$ cat config.mk
export PLATFORM = sky130hd
export DESIGN_NAME = ec_dbl_core
export DESIGN_NICKNAME = d
export VERILOG_FILES = /design/src/ec_field_pkg.sv /design/src/ec_sched_pkg.sv /design/src/ec_dbl_core.sv /design/src/ec_point_dbl.sv /design/src/mod_add_sub.sv /design/src/mod_mul.sv
export SDC_FILE = /design/constraint.sdc
export NUM_CORES = 1
export LEC_CHECK = 0
export BUFFER_PORTS_ARGS = -buffer_cell sky130_fd_sc_hd__buf_2
export CAP_MARGIN = 5
export CORE_MARGIN = 5
export CORE_UTILIZATION = 47
export CTS_CLUSTER_SIZE = 12
export DETAILED_ROUTE_END_ITERATION = 12
export HOLD_SLACK_MARGIN = 0.08
export SLEW_MARGIN = 20
export SYNTH_ARGS = -nofsm -noshare
export SYNTH_HDL_FRONTEND = slang
export SYNTH_HIERARCHICAL = 1
export SYNTH_SLANG_ARGS = --single-unit
$ cat constraint.sdc
create_clock -name i_clk -period 6.67 [get_ports i_clk]
set_input_delay 0.3335 -clock i_clk [delete_from_list [all_inputs] [get_ports i_clk]]
set_output_delay 0.3335 -clock i_clk [all_outputs]
set_load 0.005 [all_outputs]
$ cat src/ec_field_pkg.sv
// Prime field definitions shared by the point doubling datapath
`default_nettype none

package ec_field_pkg;

  // Field element width, one machine word
  localparam int FE_W = 16;

  // Largest 16-bit prime
  localparam logic [FE_W-1:0] P_MOD = 16'd65521;

  // Field element, kept below P_MOD by every unit
  typedef logic [FE_W-1:0] fe_t;

endpackage

`default_nettype wire

$ cat src/ec_sched_pkg.sv
// Doubling schedule definitions: equation tags and sequencer states
`default_nettype none

package ec_sched_pkg;

  localparam int TAG_W = 4;  // Tag carried with every unit request
  localparam int N_EQ  = 15; // Equations in one doubling

  // Equation numbers, dependencies in brackets
  localparam logic [TAG_W-1:0] EQ_A_SQ  = 4'd0;  // A = y^2
  localparam logic [TAG_W-1:0] EQ_B_XA  = 4'd1;  // B = x*A [0]
  localparam logic [TAG_W-1:0] EQ_B_X4  = 4'd2;  // B = 4*B [1]
  localparam logic [TAG_W-1:0] EQ_C_SQ  = 4'd3;  // C = A^2 [0]
  localparam logic [TAG_W-1:0] EQ_C_X8  = 4'd4;  // C = 8*C [3]
  localparam logic [TAG_W-1:0] EQ_D_SQ  = 4'd5;  // D = x^2
  localparam logic [TAG_W-1:0] EQ_D_X3  = 4'd6;  // D = 3*D [5]
  localparam logic [TAG_W-1:0] EQ_X_SQ  = 4'd7;  // X3 = D^2 [6]
  localparam logic [TAG_W-1:0] EQ_E_DBL = 4'd8;  // E = 2*B [2]
  localparam logic [TAG_W-1:0] EQ_X_SUB = 4'd9;  // X3 = X3 - E [8, 7]
  localparam logic [TAG_W-1:0] EQ_Y_SUB = 4'd10; // Y3 = B - X3 [9, 2]
  localparam logic [TAG_W-1:0] EQ_Y_MUL = 4'd11; // Y3 = D*Y3 [10, 6]
  localparam logic [TAG_W-1:0] EQ_Y_FIN = 4'd12; // Y3 = Y3 - C [11, 4]
  localparam logic [TAG_W-1:0] EQ_Z_DBL = 4'd13; // Z3 = 2*y
  localparam logic [TAG_W-1:0] EQ_Z_MUL = 4'd14; // Z3 = Z3*z [13]

  // Sequencer states
  typedef enum logic [1:0] {
    IDLE, // Waiting for a point
    RUN,  // Equations in flight
    DONE  // Result held for the sink
  } seq_state_t;

endpackage

`default_nettype wire

$ cat src/ec_dbl_core.sv
// Point doubling core: sequencer with one multiplier, one adder and one subtractor
`default_nettype none

module ec_dbl_core (
  input  wire                    i_clk,
  input  wire                    i_rst,
  input  wire ec_field_pkg::fe_t i_x,
  input  wire ec_field_pkg::fe_t i_y,
  input  wire ec_field_pkg::fe_t i_z,
  input  wire                    i_val,
  output logic                   o_rdy,
  output ec_field_pkg::fe_t      o_x,
  output ec_field_pkg::fe_t      o_y,
  output ec_field_pkg::fe_t      o_z,
  output logic                   o_val,
  input  wire                    i_rdy
);

  // Request and result links, one set per unit
  ec_field_pkg::fe_t mul_a, mul_b, mulr_dat;
  ec_field_pkg::fe_t add_a, add_b, addr_dat;
  ec_field_pkg::fe_t sub_a, sub_b, subr_dat;
  logic [ec_sched_pkg::TAG_W-1:0] mul_tag, mulr_tag, add_tag, addr_tag, sub_tag, subr_tag;
  logic mul_val, mul_rdy, mulr_val, mulr_rdy;
  logic add_val, add_rdy, addr_val, addr_rdy;
  logic sub_val, sub_rdy, subr_val, subr_rdy;

  ec_point_dbl ec_point_dbl_inst (
    .i_clk(i_clk), .i_rst(i_rst),
    .i_x(i_x), .i_y(i_y), .i_z(i_z), .i_val(i_val), .o_rdy(o_rdy),
    .o_x(o_x), .o_y(o_y), .o_z(o_z), .o_val(o_val), .i_rdy(i_rdy),
    .o_mul_a(mul_a), .o_mul_b(mul_b), .o_mul_tag(mul_tag),
    .o_mul_val(mul_val), .i_mul_rdy(mul_rdy),
    .i_mulr_dat(mulr_dat), .i_mulr_tag(mulr_tag),
    .i_mulr_val(mulr_val), .o_mulr_rdy(mulr_rdy),
    .o_add_a(add_a), .o_add_b(add_b), .o_add_tag(add_tag),
    .o_add_val(add_val), .i_add_rdy(add_rdy),
    .i_addr_dat(addr_dat), .i_addr_tag(addr_tag),
    .i_addr_val(addr_val), .o_addr_rdy(addr_rdy),
    .o_sub_a(sub_a), .o_sub_b(sub_b), .o_sub_tag(sub_tag),
    .o_sub_val(sub_val), .i_sub_rdy(sub_rdy),
    .i_subr_dat(subr_dat), .i_subr_tag(subr_tag),
    .i_subr_val(subr_val), .o_subr_rdy(subr_rdy)
  );

  mod_mul mod_mul_inst (
    .i_clk(i_clk), .i_rst(i_rst),
    .i_a(mul_a), .i_b(mul_b), .i_tag(mul_tag), .i_val(mul_val), .o_rdy(mul_rdy),
    .o_dat(mulr_dat), .o_tag(mulr_tag), .o_val(mulr_val), .i_rdy(mulr_rdy)
  );

  mod_add_sub #(.IS_SUB(1'b0)) mod_add_inst (
    .i_clk(i_clk), .i_rst(i_rst),
    .i_a(add_a), .i_b(add_b), .i_tag(add_tag), .i_val(add_val), .o_rdy(add_rdy),
    .o_dat(addr_dat), .o_tag(addr_tag), .o_val(addr_val), .i_rdy(addr_rdy)
  );

  mod_add_sub #(.IS_SUB(1'b1)) mod_sub_inst (
    .i_clk(i_clk), .i_rst(i_rst),
    .i_a(sub_a), .i_b(sub_b), .i_tag(sub_tag), .i_val(sub_val), .o_rdy(sub_rdy),
    .o_dat(subr_dat), .o_tag(subr_tag), .o_val(subr_val), .i_rdy(subr_rdy)
  );

endmodule

`default_nettype wire

$ cat src/ec_point_dbl.sv
// Jacobian point doubling sequencer, issues tagged equations as operands become valid
`default_nettype none

module ec_point_dbl (
  input  wire                            i_clk,
  input  wire                            i_rst,
  input  wire ec_field_pkg::fe_t         i_x,
  input  wire ec_field_pkg::fe_t         i_y,
  input  wire ec_field_pkg::fe_t         i_z,
  input  wire                            i_val,
  output logic                           o_rdy,
  output ec_field_pkg::fe_t              o_x,
  output ec_field_pkg::fe_t              o_y,
  output ec_field_pkg::fe_t              o_z,
  output logic                           o_val,
  input  wire                            i_rdy,
  // Multiplier request and result
  output ec_field_pkg::fe_t              o_mul_a,
  output ec_field_pkg::fe_t              o_mul_b,
  output logic [ec_sched_pkg::TAG_W-1:0] o_mul_tag,
  output logic                           o_mul_val,
  input  wire                            i_mul_rdy,
  input  wire ec_field_pkg::fe_t         i_mulr_dat,
  input  wire [ec_sched_pkg::TAG_W-1:0]  i_mulr_tag,
  input  wire                            i_mulr_val,
  output logic                           o_mulr_rdy,
  // Adder request and result
  output ec_field_pkg::fe_t              o_add_a,
  output ec_field_pkg::fe_t              o_add_b,
  output logic [ec_sched_pkg::TAG_W-1:0] o_add_tag,
  output logic                           o_add_val,
  input  wire                            i_add_rdy,
  input  wire ec_field_pkg::fe_t         i_addr_dat,
  input  wire [ec_sched_pkg::TAG_W-1:0]  i_addr_tag,
  input  wire                            i_addr_val,
  output logic                           o_addr_rdy,
  // Subtractor request and result
  output ec_field_pkg::fe_t              o_sub_a,
  output ec_field_pkg::fe_t              o_sub_b,
  output logic [ec_sched_pkg::TAG_W-1:0] o_sub_tag,
  output logic                           o_sub_val,
  input  wire                            i_sub_rdy,
  input  wire ec_field_pkg::fe_t         i_subr_dat,
  input  wire [ec_sched_pkg::TAG_W-1:0]  i_subr_tag,
  input  wire                            i_subr_val,
  output logic                           o_subr_rdy
);

  ec_sched_pkg::seq_state_t state;
  logic [ec_sched_pkg::N_EQ-1:0] issued, eq_val; // Sent to a unit, result stored
  logic [ec_sched_pkg::N_EQ-1:0] dep_ok, elig;
  ec_field_pkg::fe_t x_l, y_l, z_l;              // Latched input point
  ec_field_pkg::fe_t a_r, b_r, c_r, d_r, e_r;    // Intermediates
  ec_field_pkg::fe_t mul_a_n, mul_b_n, add_a_n, add_b_n, sub_a_n, sub_b_n;
  logic [ec_sched_pkg::TAG_W-1:0] mul_tag_n, add_tag_n, sub_tag_n;
  logic mul_go, add_go, sub_go;
  logic in_acc, mul_issue, add_issue, sub_issue;
  logic mulr_take, addr_take, subr_take;

  assign in_acc     = (state == ec_sched_pkg::IDLE) && o_rdy && i_val;
  assign o_mulr_rdy = (state == ec_sched_pkg::RUN); // Results only arrive in RUN
  assign o_addr_rdy = (state == ec_sched_pkg::RUN);
  assign o_subr_rdy = (state == ec_sched_pkg::RUN);
  assign mulr_take  = i_mulr_val && o_mulr_rdy;
  assign addr_take  = i_addr_val && o_addr_rdy;
  assign subr_take  = i_subr_val && o_subr_rdy;
  // Issue when the request slot is free or draining
  assign mul_issue  = o_mulr_rdy && mul_go && (~o_mul_val || i_mul_rdy);
  assign add_issue  = o_addr_rdy && add_go && (~o_add_val || i_add_rdy);
  assign sub_issue  = o_subr_rdy && sub_go && (~o_sub_val || i_sub_rdy);
  assign elig       = dep_ok & ~issued;

  // Dependencies of each equation
  always_comb begin
    dep_ok = '0;
    dep_ok[ec_sched_pkg::EQ_A_SQ]  = 1'b1;
    dep_ok[ec_sched_pkg::EQ_B_XA]  = eq_val[ec_sched_pkg::EQ_A_SQ];
    dep_ok[ec_sched_pkg::EQ_B_X4]  = eq_val[ec_sched_pkg::EQ_B_XA];
    dep_ok[ec_sched_pkg::EQ_C_SQ]  = eq_val[ec_sched_pkg::EQ_A_SQ];
    dep_ok[ec_sched_pkg::EQ_C_X8]  = eq_val[ec_sched_pkg::EQ_C_SQ];
    dep_ok[ec_sched_pkg::EQ_D_SQ]  = 1'b1;
    dep_ok[ec_sched_pkg::EQ_D_X3]  = eq_val[ec_sched_pkg::EQ_D_SQ];
    dep_ok[ec_sched_pkg::EQ_X_SQ]  = eq_val[ec_sched_pkg::EQ_D_X3];
    dep_ok[ec_sched_pkg::EQ_E_DBL] = eq_val[ec_sched_pkg::EQ_B_X4];
    dep_ok[ec_sched_pkg::EQ_X_SUB] = eq_val[ec_sched_pkg::EQ_E_DBL] & eq_val[ec_sched_pkg::EQ_X_SQ];
    dep_ok[ec_sched_pkg::EQ_Y_SUB] = eq_val[ec_sched_pkg::EQ_X_SUB] & eq_val[ec_sched_pkg::EQ_B_X4];
    dep_ok[ec_sched_pkg::EQ_Y_MUL] = eq_val[ec_sched_pkg::EQ_Y_SUB] & eq_val[ec_sched_pkg::EQ_D_X3];
    dep_ok[ec_sched_pkg::EQ_Y_FIN] = eq_val[ec_sched_pkg::EQ_Y_MUL] & eq_val[ec_sched_pkg::EQ_C_X8];
    dep_ok[ec_sched_pkg::EQ_Z_DBL] = 1'b1;
    dep_ok[ec_sched_pkg::EQ_Z_MUL] = eq_val[ec_sched_pkg::EQ_Z_DBL];
  end

  // Multiplier pick, critical path to X3 first, scalings last
  always_comb begin
    mul_go    = 1'b1;
    mul_tag_n = ec_sched_pkg::EQ_A_SQ;
    if (elig[ec_sched_pkg::EQ_A_SQ]) mul_tag_n = ec_sched_pkg::EQ_A_SQ;
    else if (elig[ec_sched_pkg::EQ_B_XA]) mul_tag_n = ec_sched_pkg::EQ_B_XA;
    else if (elig[ec_sched_pkg::EQ_C_SQ]) mul_tag_n = ec_sched_pkg::EQ_C_SQ;
    else if (elig[ec_sched_pkg::EQ_D_SQ]) mul_tag_n = ec_sched_pkg::EQ_D_SQ;
    else if (elig[ec_sched_pkg::EQ_D_X3]) mul_tag_n = ec_sched_pkg::EQ_D_X3;
    else if (elig[ec_sched_pkg::EQ_X_SQ]) mul_tag_n = ec_sched_pkg::EQ_X_SQ;
    else if (elig[ec_sched_pkg::EQ_Y_MUL]) mul_tag_n = ec_sched_pkg::EQ_Y_MUL;
    else if (elig[ec_sched_pkg::EQ_Z_MUL]) mul_tag_n = ec_sched_pkg::EQ_Z_MUL;
    else if (elig[ec_sched_pkg::EQ_B_X4]) mul_tag_n = ec_sched_pkg::EQ_B_X4;
    else if (elig[ec_sched_pkg::EQ_C_X8]) mul_tag_n = ec_sched_pkg::EQ_C_X8;
    else mul_go = 1'b0; // Nothing ready
    {mul_a_n, mul_b_n} = '0;
    case (mul_tag_n)
      ec_sched_pkg::EQ_A_SQ:  {mul_a_n, mul_b_n} = {y_l, y_l};
      ec_sched_pkg::EQ_B_XA:  {mul_a_n, mul_b_n} = {x_l, a_r};
      ec_sched_pkg::EQ_B_X4:  {mul_a_n, mul_b_n} = {b_r, ec_field_pkg::fe_t'(4)};
      ec_sched_pkg::EQ_C_SQ:  {mul_a_n, mul_b_n} = {a_r, a_r};
      ec_sched_pkg::EQ_C_X8:  {mul_a_n, mul_b_n} = {c_r, ec_field_pkg::fe_t'(8)};
      ec_sched_pkg::EQ_D_SQ:  {mul_a_n, mul_b_n} = {x_l, x_l};
      ec_sched_pkg::EQ_D_X3:  {mul_a_n, mul_b_n} = {ec_field_pkg::fe_t'(3), d_r};
      ec_sched_pkg::EQ_X_SQ:  {mul_a_n, mul_b_n} = {d_r, d_r};
      ec_sched_pkg::EQ_Y_MUL: {mul_a_n, mul_b_n} = {d_r, o_y};
      ec_sched_pkg::EQ_Z_MUL: {mul_a_n, mul_b_n} = {o_z, z_l};
      default: ;
    endcase
  end

  // Adder and subtractor picks
  always_comb begin
    add_go    = 1'b1;
    add_tag_n = ec_sched_pkg::EQ_E_DBL;
    add_a_n   = b_r; // E = B + B
    if (!elig[ec_sched_pkg::EQ_E_DBL]) begin
      add_tag_n = ec_sched_pkg::EQ_Z_DBL;
      add_a_n   = y_l; // Z3 = y + y
      add_go    = elig[ec_sched_pkg::EQ_Z_DBL];
    end
    add_b_n = add_a_n; // Both adds are doublings
    sub_go    = 1'b1;
    sub_tag_n = ec_sched_pkg::EQ_X_SUB;
    if (elig[ec_sched_pkg::EQ_X_SUB]) sub_tag_n = ec_sched_pkg::EQ_X_SUB;
    else if (elig[ec_sched_pkg::EQ_Y_SUB]) sub_tag_n = ec_sched_pkg::EQ_Y_SUB;
    else if (elig[ec_sched_pkg::EQ_Y_FIN]) sub_tag_n = ec_sched_pkg::EQ_Y_FIN;
    else sub_go = 1'b0;
    case (sub_tag_n)
      ec_sched_pkg::EQ_Y_SUB: {sub_a_n, sub_b_n} = {b_r, o_x};
      ec_sched_pkg::EQ_Y_FIN: {sub_a_n, sub_b_n} = {o_y, c_r};
      default:                {sub_a_n, sub_b_n} = {o_x, e_r}; // X3 - E
    endcase
  end

  // Control: state, masks and request valids
  always_ff @(posedge i_clk) begin
    if (i_rst) begin
      state     <= ec_sched_pkg::IDLE;
      o_rdy     <= 1'b0;
      o_val     <= 1'b0;
      issued    <= '0;
      eq_val    <= '0;
      o_mul_val <= 1'b0;
      o_add_val <= 1'b0;
      o_sub_val <= 1'b0;
    end else begin
      if (i_mul_rdy) o_mul_val <= 1'b0;
      if (i_add_rdy) o_add_val <= 1'b0;
      if (i_sub_rdy) o_sub_val <= 1'b0;
      if (mul_issue) begin
        o_mul_val         <= 1'b1;
        issued[mul_tag_n] <= 1'b1;
      end
      if (add_issue) begin
        o_add_val         <= 1'b1;
        issued[add_tag_n] <= 1'b1;
      end
      if (sub_issue) begin
        o_sub_val         <= 1'b1;
        issued[sub_tag_n] <= 1'b1;
      end
      if (mulr_take) eq_val[i_mulr_tag] <= 1'b1;
      if (addr_take) eq_val[i_addr_tag] <= 1'b1;
      if (subr_take) eq_val[i_subr_tag] <= 1'b1;
      case (state)
        ec_sched_pkg::IDLE: begin
          if (in_acc) begin
            o_rdy  <= 1'b0;
            issued <= '0;
            eq_val <= '0;
            if (i_z == '0) begin // Point at infinity, pass straight through
              state <= ec_sched_pkg::DONE;
              o_val <= 1'b1;
            end else begin
              state <= ec_sched_pkg::RUN;
            end
          end else begin
            o_rdy <= 1'b1;
          end
        end
        ec_sched_pkg::RUN: begin
          if (&eq_val) begin // Last result landed last cycle
            state <= ec_sched_pkg::DONE;
            o_val <= 1'b1;
          end
        end
        default: begin
          if (o_val && i_rdy) begin
            state <= ec_sched_pkg::IDLE;
            o_val <= 1'b0;
          end
        end
      endcase
    end
  end

  // Datapath: latched point, requests and result write-back by tag
  always_ff @(posedge i_clk) begin
    if (in_acc) begin
      x_l <= i_x;
      y_l <= i_y;
      z_l <= i_z;
      o_x <= i_x; // Already the answer when z is zero
      o_y <= i_y;
      o_z <= i_z;
    end
    if (mul_issue) begin
      o_mul_a   <= mul_a_n;
      o_mul_b   <= mul_b_n;
      o_mul_tag <= mul_tag_n;
    end
    if (add_issue) begin
      o_add_a   <= add_a_n;
      o_add_b   <= add_b_n;
      o_add_tag <= add_tag_n;
    end
    if (sub_issue) begin
      o_sub_a   <= sub_a_n;
      o_sub_b   <= sub_b_n;
      o_sub_tag <= sub_tag_n;
    end
    if (mulr_take) begin
      case (i_mulr_tag)
        ec_sched_pkg::EQ_A_SQ:                        a_r <= i_mulr_dat;
        ec_sched_pkg::EQ_B_XA, ec_sched_pkg::EQ_B_X4: b_r <= i_mulr_dat;
        ec_sched_pkg::EQ_C_SQ, ec_sched_pkg::EQ_C_X8: c_r <= i_mulr_dat;
        ec_sched_pkg::EQ_D_SQ, ec_sched_pkg::EQ_D_X3: d_r <= i_mulr_dat;
        ec_sched_pkg::EQ_X_SQ:                        o_x <= i_mulr_dat;
        ec_sched_pkg::EQ_Y_MUL:                       o_y <= i_mulr_dat;
        ec_sched_pkg::EQ_Z_MUL:                       o_z <= i_mulr_dat;
        default: ;
      endcase
    end
    if (addr_take) begin
      if (i_addr_tag == ec_sched_pkg::EQ_E_DBL) e_r <= i_addr_dat;
      else o_z <= i_addr_dat; // 2y
    end
    if (subr_take) begin
      if (i_subr_tag == ec_sched_pkg::EQ_X_SUB) o_x <= i_subr_dat;
      else o_y <= i_subr_dat; // B - X3, then minus C
    end
  end

endmodule

`default_nettype wire

$ cat src/mod_add_sub.sv
// Registered modular adder or subtractor with tag pass-through
`default_nettype none

module mod_add_sub #(
  parameter bit IS_SUB = 1'b0 // 1 gives a - b, 0 gives a + b
) (
  input  wire                            i_clk,
  input  wire                            i_rst,
  input  wire ec_field_pkg::fe_t         i_a,
  input  wire ec_field_pkg::fe_t         i_b,
  input  wire [ec_sched_pkg::TAG_W-1:0]  i_tag,
  input  wire                            i_val,
  output logic                           o_rdy,
  output ec_field_pkg::fe_t              o_dat,
  output logic [ec_sched_pkg::TAG_W-1:0] o_tag,
  output logic                           o_val,
  input  wire                            i_rdy
);

  logic [ec_field_pkg::FE_W:0] p_w;
  logic [ec_field_pkg::FE_W:0] res_w; // Result with carry or borrow bit

  assign p_w   = {1'b0, ec_field_pkg::P_MOD};
  assign o_rdy = ~o_val | i_rdy; // Empty, or emptying this cycle

  always_comb begin
    if (IS_SUB) begin
      res_w = {1'b0, i_a} - {1'b0, i_b};
      if (i_a < i_b) res_w = res_w + p_w; // Borrow, wrap back above zero
    end else begin
      res_w = {1'b0, i_a} + {1'b0, i_b};
      if (res_w >= p_w) res_w = res_w - p_w; // At most one fold needed
    end
  end

  always_ff @(posedge i_clk) begin
    if (i_rst) o_val <= 1'b0;
    else if (i_val && o_rdy) o_val <= 1'b1;
    else if (i_rdy) o_val <= 1'b0;
  end

  // Output register
  always_ff @(posedge i_clk) begin
    if (i_val && o_rdy) begin
      o_dat <= res_w[ec_field_pkg::FE_W-1:0];
      o_tag <= i_tag;
    end
  end

endmodule

`default_nettype wire

$ cat src/mod_mul.sv
// Bit-serial modular multiplier with tag pass-through, one product at a time
`default_nettype none

module mod_mul (
  input  wire                            i_clk,
  input  wire                            i_rst,
  input  wire ec_field_pkg::fe_t         i_a,
  input  wire ec_field_pkg::fe_t         i_b,
  input  wire [ec_sched_pkg::TAG_W-1:0]  i_tag,
  input  wire                            i_val,
  output logic                           o_rdy,
  output ec_field_pkg::fe_t              o_dat,
  output logic [ec_sched_pkg::TAG_W-1:0] o_tag,
  output logic                           o_val,
  input  wire                            i_rdy
);

  logic [ec_field_pkg::FE_W:0] p_w;   // Modulus with a carry bit
  logic [ec_field_pkg::FE_W:0] dbl_w; // 2*acc reduced
  logic [ec_field_pkg::FE_W:0] sum_w; // Next accumulator value
  ec_field_pkg::fe_t a_r, b_r, acc;
  logic [$clog2(ec_field_pkg::FE_W+1)-1:0] cnt; // Iteration count
  logic busy;
  logic last;

  assign p_w   = {1'b0, ec_field_pkg::P_MOD};
  assign last  = (cnt == ec_field_pkg::FE_W); // All bits of b consumed
  assign o_rdy = ~busy & (~o_val | i_rdy);    // Held result blocks a new product
  assign o_dat = acc;                         // Accumulator frozen once done

  // One step of double and add, each followed by one fold
  always_comb begin
    dbl_w = {acc, 1'b0};
    if (dbl_w >= p_w) dbl_w = dbl_w - p_w;
    if (b_r[ec_field_pkg::FE_W-1]) sum_w = dbl_w + {1'b0, a_r}; // Top bit of b set
    else sum_w = dbl_w;
    if (sum_w >= p_w) sum_w = sum_w - p_w;
  end

  always_ff @(posedge i_clk) begin
    if (i_rst) begin
      busy  <= 1'b0;
      o_val <= 1'b0;
      cnt   <= '0;
    end else begin
      if (o_val && i_rdy) o_val <= 1'b0; // Result drained
      if (i_val && o_rdy) begin
        busy <= 1'b1;
        cnt  <= '0;
      end else if (busy) begin
        cnt <= cnt + 1'b1;
        if (last) begin // Extra cycle hands acc to the output
          busy  <= 1'b0;
          o_val <= 1'b1;
        end
      end
    end
  end

  // Operands and accumulator
  always_ff @(posedge i_clk) begin
    if (i_val && o_rdy) begin
      a_r   <= i_a;
      b_r   <= i_b;
      o_tag <= i_tag;
      acc   <= '0;
    end else if (busy && !last) begin
      acc <= sum_w[ec_field_pkg::FE_W-1:0];
      b_r <= b_r << 1; // Next lower bit moves to the top
    end
  end

endmodule

`default_nettype wire

==> results.json <==
{
  "cts_root_buf": "clkbuf_16",
  "period_minus_slack_ns": 5.55,
  "ys_seq_area_frac": 0.515,
  "dp_slack_ns": 1.26,
  "firstDrtPassIters": 6,
  "via_per_inst": 6.30,
  "path_cells": "inv_1 -> ha_1 -> nor2b_1 -> nor2_1 -> a21oi_2 -> inv_2 -> mux2i_1 -> ha_1 -> nand3b_1 -> a211oi_1 -> nor3_1 -> mux2_4 -> a2111oi_2 -> o2111ai_2 -> nor2b_1 -> a22oi_1 -> or3_1 -> a32o_1",
  "final_max_slew_viol_count": 0,
  "dp_cells": 2652,
  "start_util": 0.473,
  "crit_type": "register to register",
  "cts_buffers": 46,
  "start_kind": "register",
  "slew_headroom": 0.233,
  "pin_count": 102,
  "fin_setup_tns_ns": 0,
  "clock.fmax_ghz": 0.180,
  "status": "completed",
  "dp_hpwl_mm": 53.8,
  "most-common-layout-cells": "292 x edfxtp_1, 197 x nand2_1, 152 x nor2_1, 145 x a21oi_1, 132 x o21ai_0",
  "synth_cells": 2035,
  "grt_pass1_vias": 16604,
  "ctsHoldBuffers": 48,
  "cpMaxStageDelayCell": "dfxtp_1",
  "regToRegStartpoint": "mod_mul_inst/o_dat[0]$_SDFFE_PP0P_",
  "rsz0062_at_grt": "no",
  "vias": 17566,
  "drive_gt1_frac": 0.142,
  "cts_max_level": 2,
  "synth_area_mm2": 0.0213,
  "cts_tree": "built",
  "startpoint": "mod_mul_inst/o_dat[0]$_SDFFE_PP0P_",
  "ir_drop_uv": 210,
  "layout_commonest_cell": "edfxtp_1",
  "clkTransAtPathRegs_ns": 0.06,
  "cp_top_family": "simple AND/OR/NAND/NOR gates",
  "min-delay-start": "i_rst",
  "wire_per_inst_um": 26.4,
  "synth_cell_types": 106,
  "min_path_cells": 2,
  "r2r_cells": 18,
  "ys.flop_type": "edfxtp_1",
  "wl_mm": 73.7,
  "synth_seq_cells": 402,
  "hold_path.class": "input pin to register",
  "crit_required_ns": 7.13,
  "ctsResizeCount": 0,
  "rows": 78,
  "grt_overflow": 0,
  "antenna_found_initial": 4,
  "grt_usage": 0.285,
  "layout_setup_ws_ns": 1.12,
  "finalSetupViolCount": 0,
  "fin_skew_ns": 0.0192,
  "rrSetupSlack_ns": 1.12,
  "ys_warn_count": 6,
  "synthArstFlopShare": 0,
  "hold_viol": 0,
  "synth_edf_count": 292,
  "finalNetCount": 2262,
  "critPathMaxStageDelay_ns": 0.66,
  "r2r-end": "mod_mul_inst/o_dat[9]$_SDFFE_PP0P_",
  "fp.dieW_um": 223,
  "ant_nets": 0,
  "syn_to_final_growth_pct": 14.0,
  "drt-initial-drc-count": 2059,
  "port_buffers": 101,
  "drc": 0,
  "grt_pass1_wl_mm": 108,
  "cts_setup_buffers": 0,
  "hold_end": "ec_point_dbl_inst/state[1]$_SDFFE_PP0P_",
  "drv_cap": 0,
  "clk_latency_ns": 0.59,
  "power_density_mw_per_mm2": 331,
  "cts.sinks": 402,
  "fin_worst_hold_slack_ns": 0.171,
  "endpoint_kind": "register",
  "clock_path_buffers": 3,
  "crit_fanout": 12,
  "core_mm2": 0.0451,
  "cp_data_arrival_time_ns": 6.01,
  "cp_num_buf_inv": 2,
  "p_leak_nw": 8.67,
  "worst_pin_slew_ns": 1.15,
  "post_synth.cell_area_avg_um2": 10.5,
  "gp_routability_congestion": 0.962,
  "layoutNonFillerInstCount": 2788,
  "die_h_um": 223,
  "die_area_mm2": 0.0497,
  "finalCritPeriodShare": 0.832,
  "grt_max_degree": 60
}
## logic make-up (layout without fill, tap and decap cells)
group,after synthesis,count (layout),share of synthesized area
muxes,92,92,0.0454
and+or+nand+nor,636,636,0.148
other,2,5,0.000352
DFF,402,402,0.515
buffers and inverters,179,329,0.0372
AOI/OAI and AO/OA,602,602,0.192
adders and majority gates,60,60,0.0363
xor gates and xnor gates,62,62,0.0258
## report_power, final
group	internal, mW	switching (mW)	total [mW]	leakage (nW)
logic	0.784	1.34	2.13	4.38
clock network	1.52	1.05	2.56	0.722
registers	2.98	0.366	3.35	3.57
## final cells by class
class	count	area (um^2)
Multi-Input combinational cell	1455	9610
Inverter	65	244
Clock buffer	64	1260
Fill cell	4017	20800
Antenna cell	2	5.00
Tap cell	600	751
Clock inverter	20	243
Timing Repair Buffer	180	1230
Sequential cell	402	11000
## worst max path at each step
stage                                               end  slack [ns]  cells after the start
global placement    mod_mul_inst/o_dat[14]$_SDFFE_PP0P_        1.34                     18
global route         mod_mul_inst/o_dat[9]$_SDFFE_PP0P_        0.72                     18
floorplan           mod_mul_inst/o_dat[14]$_SDFFE_PP0P_        2.07                     18
detailed placement   mod_mul_inst/o_dat[9]$_SDFFE_PP0P_        1.26                     18
finish               mod_mul_inst/o_dat[9]$_SDFFE_PP0P_        1.12                     18
CTS                  mod_mul_inst/o_dat[9]$_SDFFE_PP0P_        1.22                     18
## metal layers
layer	share of wire	track usage
met5	0.00018	0
met4	0.055	0.124
met3	0.094	0.0579
met2	0.45	0.458
met1	0.40	0.377
## stage by stage
step / instance area, um^2 / utilization / power [mW]
2_1_floorplan: 21300 / - / 4.59
3_3_place_gp: 22300 / 0.494 / 5.41
3_5_place_dp: 22300 / 0.494 / 5.42
4_1_cts: 24300 / 0.538 / 8.01
5_1_grt: 24300 / 0.539 / 8.39
6_report: 24300 / 0.539 / 8.04
## cell usage after synthesis (6+ instances only)
master | count | share of area
a211oi_1 | 11 | 0.0039
a21o_1 | 20 | 0.0070
a21oi_1 | 147 | 0.035
a221o_1 | 12 | 0.0056
a221oi_1 | 9 | 0.0037
a221oi_2 | 9 | 0.0063
a22o_1 | 8 | 0.0033
a22oi_1 | 39 | 0.014
a2bb2oi_1 | 8 | 0.0033
a31oi_1 | 17 | 0.0050
a32o_1 | 7 | 0.0033
a32oi_1 | 10 | 0.0041
and2_1 | 19 | 0.0056
and3_1 | 22 | 0.0065
buf_1 | 7 | 0.0012
buf_2 | 19 | 0.0045
buf_4 | 24 | 0.0085
clkbuf_1 | 63 | 0.011
dfxtp_1 | 110 | 0.10
edfxtp_1 | 292 | 0.41
ha_1 | 57 | 0.033
inv_1 | 63 | 0.011
mux2_2 | 34 | 0.018
mux2i_1 | 57 | 0.027
nand2_1 | 197 | 0.035
nand2b_1 | 26 | 0.0076
nand3_1 | 60 | 0.014
nand3b_1 | 6 | 0.0021
nand4_1 | 20 | 0.0059
nor2_1 | 154 | 0.027
nor2b_1 | 26 | 0.0076
nor3_1 | 35 | 0.0082
nor4_1 | 11 | 0.0032
o2111ai_1 | 6 | 0.0025
o211ai_1 | 7 | 0.0025
o21a_1 | 18 | 0.0063
o21ai_0 | 132 | 0.031
o21ai_1 | 12 | 0.0028
o22ai_1 | 42 | 0.012
o31ai_1 | 11 | 0.0039
o32ai_1 | 6 | 0.0025
or3_1 | 15 | 0.0044
xnor2_1 | 39 | 0.016
xor2_1 | 22 | 0.0090
Note: power is estimated with default switching activity, not from simulation.
